## src/logic/fma16_defines.svh

```systemverilog
// Half-precision FMA constants for field widths, bias and special encodings
`ifndef FMA16_DEFINES_SVH
`define FMA16_DEFINES_SVH

`define FMA_WORD_W      16
`define FMA_EXP_W       5
`define FMA_FRAC_W      10
`define FMA_BIAS        15

// Quiet NaN, sign clear and top fraction bit set
`define FMA_QNAN        16'h7E00

// Magnitudes without the sign bit
`define FMA_INF_MAG     15'h7C00
`define FMA_MAXNUM_MAG  15'h7BFF

`endif
```

## src/logic/fma16Pkg.sv

```systemverilog
// FMA16 package with the vector types shared by the datapath stages
`include "fma16_defines.svh"

package fma16Pkg;

    typedef logic [`FMA_WORD_W-1:0]     halfWord_t;
    typedef logic [`FMA_EXP_W-1:0]      expField_t;
    typedef logic [`FMA_EXP_W:0]        productExp_t;   // Top bit is sign or overflow
    typedef logic [`FMA_FRAC_W:0]       significand_t;  // Hidden bit included
    typedef logic [2*`FMA_FRAC_W+1:0]   productSig_t;
    typedef logic [2*`FMA_FRAC_W+3:0]   sumSig_t;       // Carry, product bits, sticky

    // 00 toward zero, 01 nearest even, 10 toward negative, 11 toward positive
    typedef logic [1:0]                 roundMode_t;

    // Invalid, overflow, underflow, inexact
    typedef logic [3:0]                 fmaFlags_t;

endpackage

```

## src/logic/fma16.sv

```systemverilog
// FMA16 top, half-precision A*B+C datapath with a registered result
`timescale 1ns/1ps
`include "fma16_defines.svh"

module fma16 (
    input  logic                    clk,
    input  logic                    reset,
    input  fma16Pkg::halfWord_t     operandA,
    input  fma16Pkg::halfWord_t     operandB,
    input  fma16Pkg::halfWord_t     operandC,
    input  logic                    mul,
    input  logic                    add,
    input  fma16Pkg::roundMode_t    roundMode,
    output fma16Pkg::halfWord_t     result,
    output fma16Pkg::fmaFlags_t     flags
);
    logic                       signA, signB, signC;
    fma16Pkg::expField_t        expA, expB, expC;
    fma16Pkg::significand_t     sigA, sigB, sigC;
    logic                       nanA, nanB, nanC, signalingNan;
    logic                       productInputZero, productInputInf, zeroTimesInf, infC;

    logic                       productSign;
    fma16Pkg::productExp_t      productExp;
    fma16Pkg::productSig_t      productSig;
    logic                       expOverflow, expUnderflow, expNegative;
    logic                       productExpAllOnes;

    logic                       subtract, stickyA, stickyB, sumSign;
    fma16Pkg::expField_t        sumExp;
    fma16Pkg::sumSig_t          sumSig;

    fma16Pkg::sumSig_t          normSig;
    fma16Pkg::expField_t        normExp;
    logic                       normSign, normOverflow;

    logic                       preRoundOverflow;
    fma16Pkg::expField_t        roundedExp;
    logic [`FMA_FRAC_W-1:0]     roundedFrac;
    logic                       inexact, roundOverflow;

    fma16Pkg::halfWord_t        nextResult;
    fma16Pkg::fmaFlags_t        nextFlags;

    operandUnpack operandUnpack_i (.operandA, .operandB, .operandC, .mul, .add,
        .signA, .signB, .signC, .expA, .expB, .expC, .sigA, .sigB, .sigC,
        .nanA, .nanB, .nanC, .signalingNan, .productInputZero, .productInputInf,
        .zeroTimesInf, .infC);

    productUnit productUnit_i (.signA, .signB, .expA, .expB, .sigA, .sigB,
        .productInputZero, .productSign, .productExp, .productSig,
        .expOverflow, .expUnderflow, .expNegative);

    // Non-negative product exponent that lands on the inf/NaN code
    assign productExpAllOnes = ~productExp[`FMA_EXP_W] & (&productExp[`FMA_EXP_W-1:0]);

    alignAdder alignAdder_i (.productSign, .productExp, .productSig, .expNegative,
        .expOverflow, .productInputZero, .productInputInf, .signC, .expC, .sigC,
        .subtract, .stickyA, .stickyB, .sumSign, .sumExp, .sumSig);

    normalizer normalizer_i (.sumSig, .sumExp, .sumSign, .subtract, .expOverflow,
        .expUnderflow, .productInputZero, .productSign, .signC,
        .normSig, .normExp, .normSign, .normOverflow);

    assign preRoundOverflow = expOverflow | normOverflow;

    rounder rounder_i (.roundMode, .normSign, .normExp, .normSig, .stickyA, .stickyB,
        .preRoundOverflow, .roundedExp, .roundedFrac, .inexact, .roundOverflow);

    specialCaseResolver specialCaseResolver_i (.nanA, .nanB, .nanC, .signalingNan,
        .zeroTimesInf, .productInputInf, .infC, .signC, .sigC, .subtract, .productSign,
        .inexact, .expOverflow, .productExpAllOnes, .expUnderflow, .normOverflow,
        .roundOverflow, .normSign, .roundedExp, .roundedFrac,
        .result(nextResult), .flags(nextFlags));

    // One-cycle output stage
    always_ff @(posedge clk) begin
        if (reset) begin
            result <= '0;
            flags  <= '0;
        end else begin
            result <= nextResult;
            flags  <= nextFlags;
        end
    end

endmodule

```

## src/logic/specialCaseResolver.sv

```systemverilog
// Special-case resolver for NaN and infinity results, also assembles the flags
`timescale 1ns/1ps
`include "fma16_defines.svh"

module specialCaseResolver (
    input  logic                    nanA,
    input  logic                    nanB,
    input  logic                    nanC,
    input  logic                    signalingNan,
    input  logic                    zeroTimesInf,
    input  logic                    productInputInf,
    input  logic                    infC,
    input  logic                    signC,
    input  fma16Pkg::significand_t  sigC,
    input  logic                    subtract,
    input  logic                    productSign,
    input  logic                    inexact,
    input  logic                    expOverflow,
    input  logic                    productExpAllOnes,
    input  logic                    expUnderflow,
    input  logic                    normOverflow,
    input  logic                    roundOverflow,
    input  logic                    normSign,
    input  fma16Pkg::expField_t     roundedExp,
    input  logic [`FMA_FRAC_W-1:0]  roundedFrac,
    output fma16Pkg::halfWord_t     result,
    output fma16Pkg::fmaFlags_t     flags
);
    localparam fma16Pkg::halfWord_t         Qnan   = `FMA_QNAN;
    localparam logic [`FMA_WORD_W-2:0]      InfMag = `FMA_INF_MAG;

    logic overflow;
    logic underflow;
    logic inexactAll;

    assign overflow   = expOverflow | productExpAllOnes | normOverflow | roundOverflow;
    assign underflow  = expUnderflow;
    assign inexactAll = inexact | expOverflow | productExpAllOnes;

    always_comb begin
        if (zeroTimesInf) begin
            result = Qnan;
            flags  = 4'b1000;
        end else if (nanA | nanB | nanC) begin
            result = Qnan;
            flags  = {signalingNan, 3'b000};    // Quiet NaNs pass silently
        end else if (productInputInf & infC & subtract) begin
            result = Qnan;                      // Inf minus inf
            flags  = 4'b1000;
        end else if (productInputInf) begin
            result = {productSign, InfMag};
            flags  = 4'b0000;
        end else if (infC) begin
            // C passes through unchanged
            result = {signC, {`FMA_EXP_W{1'b1}}, sigC[`FMA_FRAC_W-1:0]};
            flags  = 4'b0000;
        end else begin
            result = {normSign, roundedExp, roundedFrac};
            flags  = {1'b0, overflow, underflow, inexactAll};
        end
    end

endmodule

```

## src/logic/rounder.sv

```systemverilog
// Rounder, applies the rounding mode and resolves overflow to inf or maxnum
`timescale 1ns/1ps
`include "fma16_defines.svh"

module rounder (
    input  fma16Pkg::roundMode_t    roundMode,
    input  logic                    normSign,
    input  fma16Pkg::expField_t     normExp,
    input  fma16Pkg::sumSig_t       normSig,
    input  logic                    stickyA,
    input  logic                    stickyB,
    input  logic                    preRoundOverflow,
    output fma16Pkg::expField_t     roundedExp,
    output logic [`FMA_FRAC_W-1:0]  roundedFrac,
    output logic                    inexact,
    output logic                    roundOverflow
);
    localparam logic [`FMA_WORD_W-2:0] InfMag = `FMA_INF_MAG;
    localparam logic [`FMA_WORD_W-2:0] MaxMag = `FMA_MAXNUM_MAG;

    logic                       lsb, guard, roundBit, stickyBit;
    logic                       lostBits;
    logic                       inexactTrunc;
    logic                       roundUp;
    logic [`FMA_FRAC_W+1:0]     sigPlusOne;
    logic                       carry;
    fma16Pkg::expField_t        upExp;
    logic [`FMA_FRAC_W-1:0]     upFrac;

    assign lsb       = normSig[13];
    assign guard     = normSig[12];
    assign roundBit  = normSig[11];
    assign stickyBit = |normSig[10:0];

    assign lostBits     = guard | roundBit | stickyBit;
    assign inexactTrunc = lostBits | stickyA | stickyB;

    always_comb begin
        case (roundMode)
            2'b01:   roundUp = preRoundOverflow | (guard & (lsb | roundBit | stickyBit));
            2'b10:   roundUp = normSign & (preRoundOverflow | lostBits);
            2'b11:   roundUp = ~normSign & (preRoundOverflow | lostBits);
            default: roundUp = 1'b0;    // Toward zero
        endcase
    end

    // Increment, shifting down one place on carry-out
    assign sigPlusOne      = {1'b0, normSig[23:13]} + 12'd1;
    assign {carry, upExp}  = {1'b0, normExp} + {5'd0, sigPlusOne[11]};
    assign upFrac          = sigPlusOne[11] ? sigPlusOne[10:1] : sigPlusOne[9:0];

    always_comb begin
        inexact       = inexactTrunc;
        roundOverflow = 1'b0;
        if (preRoundOverflow) begin
            {roundedExp, roundedFrac} = roundUp ? InfMag : MaxMag;
        end else if (roundUp) begin
            if (carry | (&upExp)) begin     // Rounded past maxnum
                {roundedExp, roundedFrac} = InfMag;
                roundOverflow             = 1'b1;
            end else begin
                roundedExp  = upExp;
                roundedFrac = upFrac;
            end
        end else begin
            roundedExp  = normExp;
            roundedFrac = normSig[22:13];
        end
    end

endmodule

```

## src/logic/normalizer.sv

```systemverilog
// Normalizer, moves the leading one to the top and fixes up the exponent
`timescale 1ns/1ps

module normalizer (
    input  fma16Pkg::sumSig_t       sumSig,
    input  fma16Pkg::expField_t     sumExp,
    input  logic                    sumSign,
    input  logic                    subtract,
    input  logic                    expOverflow,
    input  logic                    expUnderflow,
    input  logic                    productInputZero,
    input  logic                    productSign,
    input  logic                    signC,
    output fma16Pkg::sumSig_t       normSig,
    output fma16Pkg::expField_t     normExp,
    output logic                    normSign,
    output logic                    normOverflow
);
    logic [4:0] leadPos;
    logic [4:0] shiftAmt;
    logic [6:0] expWide;
    logic       sumZero;
    logic       zeroSign;

    // Bit 23 is a real carry only on addition, bit 0 is sticky only
    assign sumZero = ~((sumSig[23] & ~subtract) | (|sumSig[22:1])) & ~expOverflow;

    assign zeroSign = expUnderflow ? productSign : (productInputZero & productSign & signC);

    // Priority encoder, highest set bit wins
    always_comb begin
        leadPos = 5'd0;
        for (int i = 1; i < 23; i++) begin
            if (sumSig[i]) begin
                leadPos = 5'(i);
            end
        end
        if (sumSig[23] & ~subtract) begin
            leadPos = 5'd23;
        end
    end

    assign shiftAmt = 5'd23 - leadPos;
    assign expWide  = {2'b00, sumExp} + {2'b00, leadPos} - 7'd21;  // Unit bit sits at 21

    always_comb begin
        if (sumZero) begin
            normSig      = '0;
            normExp      = '0;
            normSign     = zeroSign;
            normOverflow = 1'b0;
        end else begin
            normSig      = sumSig << shiftAmt;
            normExp      = expWide[4:0];
            normSign     = sumSign;
            normOverflow = ~expWide[6] & (expWide[5] | (&expWide[4:0]));
        end
    end

endmodule

```

## src/logic/alignAdder.sv

```systemverilog
// Alignment and add, shifts the smaller operand with sticky capture and sums
`timescale 1ns/1ps

module alignAdder (
    input  logic                    productSign,
    input  fma16Pkg::productExp_t   productExp,
    input  fma16Pkg::productSig_t   productSig,
    input  logic                    expNegative,
    input  logic                    expOverflow,
    input  logic                    productInputZero,
    input  logic                    productInputInf,
    input  logic                    signC,
    input  fma16Pkg::expField_t     expC,
    input  fma16Pkg::significand_t  sigC,
    output logic                    subtract,
    output logic                    stickyA,
    output logic                    stickyB,
    output logic                    sumSign,
    output fma16Pkg::expField_t     sumExp,
    output fma16Pkg::sumSig_t       sumSig
);
    logic [6:0]             expDiff;
    logic                   cGreater;
    logic [6:0]             shiftA;
    logic [6:0]             shiftB;
    logic [41:0]            shiftedProd;    // 22 kept bits over 20 guard bits
    logic [41:0]            shiftedC;
    fma16Pkg::productSig_t  opA, opB;
    logic [22:0]            termB;
    fma16Pkg::sumSig_t      standardSum, reversedSum;
    logic                   useReversed;

    // Signed exponent difference, product minus C
    assign expDiff  = {productExp[5], productExp} - {2'b00, expC};
    assign cGreater = expDiff[6] | expNegative;

    assign shiftA = cGreater ? -expDiff : 7'd0;
    assign shiftB = cGreater ? 7'd0 : expDiff;

    // C's leading one lines up with the product's unit bit
    assign shiftedProd = {productSig, 20'b0} >> shiftA;
    assign shiftedC    = {1'b0, sigC, 30'b0} >> shiftB;

    assign opA = shiftedProd[41:20];
    assign opB = shiftedC[41:20];

    // Low bits lost, or a non-zero operand pushed far out
    assign stickyA = (|shiftedProd[19:0]) | (~productInputZero & (shiftA >= 7'd20));
    assign stickyB = (|shiftedC[19:0]) | ((|sigC) & (shiftB >= 7'd20));

    assign subtract = productSign ^ signC;
    assign termB    = subtract ? ~{opB, stickyB} : {opB, stickyB};

    assign standardSum = {1'b0, opA, stickyA} + {1'b0, termB} + 24'(subtract);
    assign reversedSum = {1'b0, opB, stickyB} - {1'b0, opA, stickyA};

    // C minus product when that is not negative
    assign useReversed = subtract & ~reversedSum[23];

    assign sumSign = productSign ^ (useReversed & ~productInputInf & ~expOverflow);
    assign sumExp  = cGreater ? expC : productExp[4:0];
    assign sumSig  = useReversed ? reversedSum : standardSum;

endmodule

```

## src/logic/productUnit.sv

```systemverilog
// Product stage, multiplies significands and unbiases the exponent sum
`timescale 1ns/1ps
`include "fma16_defines.svh"

module productUnit (
    input  logic                    signA,
    input  logic                    signB,
    input  fma16Pkg::expField_t     expA,
    input  fma16Pkg::expField_t     expB,
    input  fma16Pkg::significand_t  sigA,
    input  fma16Pkg::significand_t  sigB,
    input  logic                    productInputZero,
    output logic                    productSign,
    output fma16Pkg::productExp_t   productExp,
    output fma16Pkg::productSig_t   productSig,
    output logic                    expOverflow,
    output logic                    expUnderflow,
    output logic                    expNegative
);
    localparam fma16Pkg::productExp_t Bias = `FMA_BIAS;

    fma16Pkg::productExp_t expSum;

    assign expSum      = {1'b0, expA} + {1'b0, expB};
    assign productSign = signA ^ signB;

    // A zero input clears both fields
    assign productExp = productInputZero ? '0 : expSum - Bias;
    assign productSig = productInputZero ? '0 : sigA * sigB;

    // Carry of the raw sum separates a too-large exponent from a negative one
    assign expOverflow  = productExp[`FMA_EXP_W] & expSum[`FMA_EXP_W];
    assign expUnderflow = productExp[`FMA_EXP_W] & ~expSum[`FMA_EXP_W];
    assign expNegative  = productExp[`FMA_EXP_W];

endmodule

```

## src/logic/operandUnpack.sv

```systemverilog
// Operand unpack, applies the mul/add substitutions and classifies each operand
`timescale 1ns/1ps
`include "fma16_defines.svh"

module operandUnpack (
    input  fma16Pkg::halfWord_t     operandA,
    input  fma16Pkg::halfWord_t     operandB,
    input  fma16Pkg::halfWord_t     operandC,
    input  logic                    mul,
    input  logic                    add,
    output logic                    signA,
    output logic                    signB,
    output logic                    signC,
    output fma16Pkg::expField_t     expA,
    output fma16Pkg::expField_t     expB,
    output fma16Pkg::expField_t     expC,
    output fma16Pkg::significand_t  sigA,
    output fma16Pkg::significand_t  sigB,
    output fma16Pkg::significand_t  sigC,
    output logic                    nanA,
    output logic                    nanB,
    output logic                    nanC,
    output logic                    signalingNan,
    output logic                    productInputZero,
    output logic                    productInputInf,
    output logic                    zeroTimesInf,
    output logic                    infC
);
    localparam fma16Pkg::halfWord_t One =
        {1'b0, fma16Pkg::expField_t'(`FMA_BIAS), {`FMA_FRAC_W{1'b0}}};

    fma16Pkg::halfWord_t effB, effC;
    logic zeroA, zeroB, infA, infB;

    assign effB = mul ? operandB : One;     // B becomes 1.0
    assign effC = add ? operandC : '0;      // C becomes +0

    assign signA = operandA[`FMA_WORD_W-1];
    assign signB = effB[`FMA_WORD_W-1];
    assign signC = effC[`FMA_WORD_W-1];

    assign expA = operandA[`FMA_WORD_W-2:`FMA_FRAC_W];
    assign expB = effB[`FMA_WORD_W-2:`FMA_FRAC_W];
    assign expC = effC[`FMA_WORD_W-2:`FMA_FRAC_W];

    // A and B are taken as normal, C gets its hidden bit only when non-zero
    assign sigA = {1'b1, operandA[`FMA_FRAC_W-1:0]};
    assign sigB = {1'b1, effB[`FMA_FRAC_W-1:0]};
    assign sigC = {(|effC[`FMA_WORD_W-2:0]), effC[`FMA_FRAC_W-1:0]};

    assign nanA = (&expA) & (|sigA[`FMA_FRAC_W-1:0]);
    assign nanB = (&expB) & (|sigB[`FMA_FRAC_W-1:0]);
    assign nanC = (&expC) & (|sigC[`FMA_FRAC_W-1:0]);

    // Signaling when the top fraction bit is clear
    assign signalingNan = (nanA & ~sigA[`FMA_FRAC_W-1]) | (nanB & ~sigB[`FMA_FRAC_W-1])
                        | (nanC & ~sigC[`FMA_FRAC_W-1]);

    assign zeroA = ~(|operandA[`FMA_WORD_W-2:0]);
    assign zeroB = ~(|effB[`FMA_WORD_W-2:0]);
    assign infA  = (&expA) & ~(|sigA[`FMA_FRAC_W-1:0]);
    assign infB  = (&expB) & ~(|sigB[`FMA_FRAC_W-1:0]);
    assign infC  = (&expC) & ~(|sigC[`FMA_FRAC_W-1:0]);

    assign productInputZero = zeroA | zeroB;
    assign productInputInf  = infA | infB;
    assign zeroTimesInf     = (zeroA & infB) | (zeroB & infA);

endmodule

```

## config.mk

```make
export PLATFORM = sky130hd
export DESIGN_NAME = fma16
export DESIGN_NICKNAME = d
export VERILOG_FILES = /design/src/logic/fma16Pkg.sv /design/src/logic/fma16.sv /design/src/logic/specialCaseResolver.sv /design/src/logic/rounder.sv /design/src/logic/normalizer.sv /design/src/logic/alignAdder.sv /design/src/logic/productUnit.sv /design/src/logic/operandUnpack.sv
export VERILOG_INCLUDE_DIRS = /design/src /design/src/logic
export SDC_FILE = /design/constraint.sdc
export NUM_CORES = 1
export LEC_CHECK = 0
export BUFFER_PORTS_ARGS = -buffer_cell sky130_fd_sc_hd__buf_2
export CAP_MARGIN = 20
export CORE_MARGIN = 4
export CORE_UTILIZATION = 55
export DETAILED_ROUTE_END_ITERATION = 10
export GPL_ROUTABILITY_DRIVEN = 0
export PLACE_DENSITY_LB_ADDON = 0.1
export SYNTH_ARGS = -nofsm -noshare
export SYNTH_HDL_FRONTEND = slang
export SYNTH_SLANG_ARGS = --single-unit
export TNS_END_PERCENT = 50
```

## constraint.sdc

```tcl
create_clock -name clk -period 33.8 [get_ports clk]
set_input_delay 3.38 -clock clk [delete_from_list [all_inputs] [get_ports clk]]
set_output_delay 3.38 -clock clk [all_outputs]
set_load 0.005 [all_outputs]
```

==> qor.yml, run 1 <==
numPortBuffers: 73
firstDrtPassIters: 9
post-dp-hpwl_um: 44900
endpoint_kind: "register"
tightestPinTransition_ps: 1040
drt_wl_total_um: 55800
drtIter0Drc: 2307
die_w_um: 178
area_growth_pct: 3.41
diodes: 0
clk_root_buffer_cell: "clkbuf_16"
crit_top_cell: "fa_1"
wire_per_inst_um: 21.0
fin_crit_sh_pct: 59.4
cp_slowest_cell: "a41o_1"
die-area_um2: 31700
ys_dominant_reg_cell: "dfxtp_1"
cp_slowest_stage_delay_ps: 830
final.setup.tns_ps: 0
use_met3_pct: 5.30
crit_end: "result[7]"
synth_simple_gate_area_share_pct: 28.5
synth-warning-count: 0
placementRows: 61
cts_tree: "done"
crit_path_start: "mul"
syn_nets: 2581
ys_async_sr_fraction_pct: 0
seq_area_frac_synth_pct: 2.52
cp.arrival_ps: 20240
synth_seq_cells: 20
worstPathRequired_ps: 33960
synth_fa_ha_area_share_pct: 20.5
clk_path_buf_depth: 2
post-cts-setup-buffers: 0
postRouteAntennaNets: 0
cts_max_level: 1
grt_start_max_net_pins: 55
cts_sinks: 20
fp.dieH_um: 178
hold_ws_ps: 3420
met2_usage_pct: 50.1
synth_top_family_by_area: "compound AO/OA/AOI/OAI gates"
slew_violations: 0
cts_repair_resize_count: 0
nets: 2546
synth-compound-area-share_pct: 31.6
critPathLaunchType: "input pin"
gr-total-overflow: 0
netlist_area_um2: 15900
grt.busiest_layer: "met1"
crit_fanout: 54
grt_first_pass_wirelength_um: 89100
viasPerCell: 6.87
setup_viol: 0
rsz0062_at_grt: "no"
vias: 18274
cts_made_buffers: 3
relSlewSlack_pct: 29.9
syn_avg_cell_area_um2: 6.87
synth_cell_types: 112
min_period_ps: 20080
drc: 0
clkSlewWorstSetupHoldPaths_ps: 60
ctsHoldBuffers: 0
synth_edf_count: 0
grt_pass1_vias: 16632
core_area_um2: 28200
crit_type: "in -> reg"
status: "finished clean"
synth_cells: 2317
synth_mux_area_share_pct: 3.70
maxCapViolations: 0
antenna_found_initial: 0
drive_gt1_share_pct: 8.55
fmax_mhz: 49.8
hold_viol_final: 0
grt_use_met1_pct: 50.7
synth_xor_area_share_pct: 5.08
grt_util_all_layers_pct: 34.0
hold_path.class: "in -> reg"
boundaryPins: 74
start_util_pct: 56.5
synth_stat cells (all sizes together), types with 39 or more instances:
cell	n	share of area, %
o211ai	39	1.8
nor3	93	3.1
mux2i	43	2.7
inv	188	4.4
a21o	40	1.9
a21oi	141	4.5
nor2	208	4.9
o21ai	120	3.9
and3	51	2.0
a211oi	48	2.4
nand2	257	6.1
xnor2	64	3.5
nand3	74	2.4
clkbuf	103	2.4
fa	85	11
ha	125	9.8
through the flow:
stage                     cell area, um^2  std cells  util (%)  setup slack (ps)
after floorplan                     15900       2317         -             17070
after global placement              16300       2653      58.1             14570
after detailed placement            16300       2653      58.1             14020
after CTS                           16400       2657      58.4             14250
after global routing                16500       2659      58.4             12890
final                               16500       2659      58.4             13720
area by class of cell:
class                   count  area [um^2]
inverters                 189          709
well taps                 378          473
fillers                  2749        11700
clock buffers               4         88.8
repair buffers             94          520
flip-flops and latches     20          400
multi-input cells        1974        14300
logic make-up (layout without fill, tap and decap cells):
group / Yosys count / in the layout
AO/OA/AOI/OAI: 708 / 708
XOR/XNOR: 89 / 89
adder cells (fa/ha/maj): 210 / 210
buffers and inverters: 323 / 287
flip-flops: 20 / 20
multiplexers: 56 / 56
AND/OR/NAND/NOR: 911 / 911
how the worst min path moves through the flow:
stage,start,end,slack [ps],cells past startpoint
6_report,reset,result[13],3420,2
5_1_grt,reset,result[13],3430,2
4_1_cts,reset,result[13],3410,2
3_5_place_dp,reset,result[13],3660,2
3_3_place_gp,reset,result[12],3670,2
2_1_floorplan,roundMode[0],result[10],3610,3
sequential cells by signal, indices dropped and copies added, names as in the netlist:
name    count
result     16
flags       4
per-layer routing:
metal | routed length, um | up-vias | part of all wire (%)
met1 | 24800 | 8481 | 45
met2 | 22700 | 1179 | 41
met5 | 0 | - | 0
li1 | - | 8459 | -
met4 | 2030 | 0 | 3.6
met3 | 6240 | 155 | 11
worst max-delay path, delay by kind of cell:
kind / cells / cell delay [ps]
AOI/OAI and AO/OA: 20 / 6050
buffers and inverters: 6 / 1410
xor gates and xnor gates: 1 / 240
and+or+nand+nor: 15 / 4160
muxes: 2 / 870
adders and majority gates: 9 / 4060
cells in the final DEF, fill, tap and decap left out, types with 20 or more instances in the layout:
master / synthesis / layout
nand2_1: 254 / 254
nor2_1: 207 / 206
inv_1: 184 / 184
a21oi_1: 137 / 137
ha_1: 125 / 124
o21ai_0: 109 / 109
nor3_1: 89 / 88
fa_1: 85 / 85
buf_2: 15 / 74
nand3_1: 72 / 72
xnor2_1: 64 / 64
and3_1: 51 / 51
a211oi_1: 43 / 43
mux2i_1: 43 / 43
a21o_1: 39 / 39
o211ai_1: 39 / 39
nand2b_1: 35 / 35
a31oi_1: 35 / 35
nor4_1: 29 / 29
nand4_1: 27 / 27
and2_1: 26 / 26
o21a_1: 26 / 26
xor2_1: 23 / 22
or2_2: 20 / 20
a221oi_1: 20 / 20
dfxtp_1: 20 / 20
buf_4: 3 / 20
Power of run 1 is left out: the tool's default activity adds up to more than one toggle a clock period on the data nets, which glitch-free logic cannot reach.
==> run 2, diff against run 1 <==
==> constraint.sdc (replaced) <==
create_clock -name clk -period 16.9 [get_ports clk]
set_input_delay 1.69 -clock clk [delete_from_list [all_inputs] [get_ports clk]]
set_output_delay 1.69 -clock clk [all_outputs]
set_load 0.005 [all_outputs]
==> run 2 against run 1 <==
- non-clock buffer count up 31
- clock-buffer cell count down 1
- via count up 1.2%
- critical path depth up 3
- core utilization up 1.1 points
- cell count up 1.2%
- highest routed layer is now met5
- routed wire length up 0.60%
- first-iteration DRC count up 2.6%
- design area up 1.9%
- sequential share of layout area about the same
- worst setup slack worse by 13000 ps
==> qor.yml, run 2 (synthesis results as in run 1) <==
maxCapViolations: 0
worstPathRequired_ps: 17060
final.setup.tns_ps: 0
dp_slack_ps: 408
wire_per_inst_um: 20.9
multi_input_area_um2: 14300
top_register: "result"
die-area_um2: 31700
drt_wl_total_um: 56100
cts_max_level: 1
endpoint_kind: "register"
setup_viol: 0
crit_type: "in -> reg"
area_growth_pct: 5.33
diodes: 0
largest_reg_flops: 16
nFillCells: 2691
cp_slowest_cell: "fa_1"
relSlewSlack_pct: 35.9
hold_viol_final: 0
drtIter0Drc: 2368
drive_gt1_share_pct: 10.2
fin_ws_ps: 877
die_w_um: 178
crit_fanout: 21
boundaryPins: 74
grt.busiest_layer: "met2"
min_period_ps: 16020
fmax_mhz: 62.4
firstDrtPassIters: 7
post-cts-setup-buffers: 0
clk_root_buffer_cell: "clkbuf_16"
vias: 18500
core_area_um2: 28200
numPortBuffers: 73
slew_violations: 0
cp_slowest_stage_delay_ps: 560
antenna_found_initial: 1
seqCellArea_um2: 400
status: "finished clean"
cts_tree: "done"
viasPerCell: 6.88
grt_pass1_vias: 16791
grt_start_max_net_pins: 39
start_util_pct: 56.5
use_met3_pct: 6.42
fp.dieH_um: 178
crit_top_cell: "fa_1"
drc: 0
gr-total-overflow: 0
rsz0062_at_grt: "no"
placementRows: 61
cp.arrival_ps: 16180
post-dp-hpwl_um: 45700
min_path_cells: 2
postRouteAntennaNets: 0
nets: 2577
layout_common_cells: "nand2_1, nor2_1, inv_1, a21oi_1, ha_1"
top_regs: "result: 16 flops, flags: 4 flops"
cts_sinks: 20
cts_repair_resize_count: 0
ctsHoldBuffers: 0
final_common_cell: "nand2_1"
cts_made_buffers: 3
grt_util_all_layers_pct: 34.3
hold_path.class: "in -> reg"
fin_crit_sh_pct: 94.8
clk_path_buf_depth: 2
tightestPinTransition_ps: 961
clkSlewWorstSetupHoldPaths_ps: 50
grt_first_pass_wirelength_um: 89900
grt_use_met1_pct: 49.8
critPathLaunchType: "input pin"
met2_usage_pct: 51.5
run 2: cell types whose count changed in the layout (fill, tap and decap cells not counted), sizes merged:
cell,previous run,this run
buf,94,125
bufinv,0,1
clkbuf,4,3
run 2: path summary, 6_finish.rpt:
path | from | end | slack, ps
max | mul | result[9] | 880
min | reset | result[11] | 1730
run 2: routing by layer:
metal	vias up	routed length (um)
met3	168	6550
met4	4	1910
met2	1197	23300
met1	8615	24400
met5	-	28
li1	8516	-
run 2: metrics by stage:
| step | cell area [um^2] | util [%] | std cells | hold WS [ps] |
|---|---|---|---|---|
| finish | 16800 | 59.5 | 2690 | 1730 |
| global route | 16800 | 59.5 | 2690 | 1720 |
| CTS | 16700 | 59.3 | 2689 | 1720 |
| detailed placement | 16600 | 58.9 | 2685 | 1980 |
| global placement | 16600 | 58.9 | 2685 | 1970 |
| floorplan | 15900 | - | 2317 | 1920 |
run 2: critical path, delay by kind of cell:
kind / cells / cell delay (ps)
buffers and inverters: 7 / 1060
muxes: 2 / 450
adders and majority gates: 9 / 3670
and+or+nand+nor: 19 / 4750
AOI/OAI and AO/OA: 19 / 4540
run 2: layout make-up:
cell class	instances	area share, %
clock buffer	3	0.448
multi-input combinational	1974	85.4
tap	378	2.82
clock inverter	1	0.179
timing repair buffer	125	4.49
inverter	189	4.23
sequential	20	2.39
Power of run 2 is left out for the same reason.
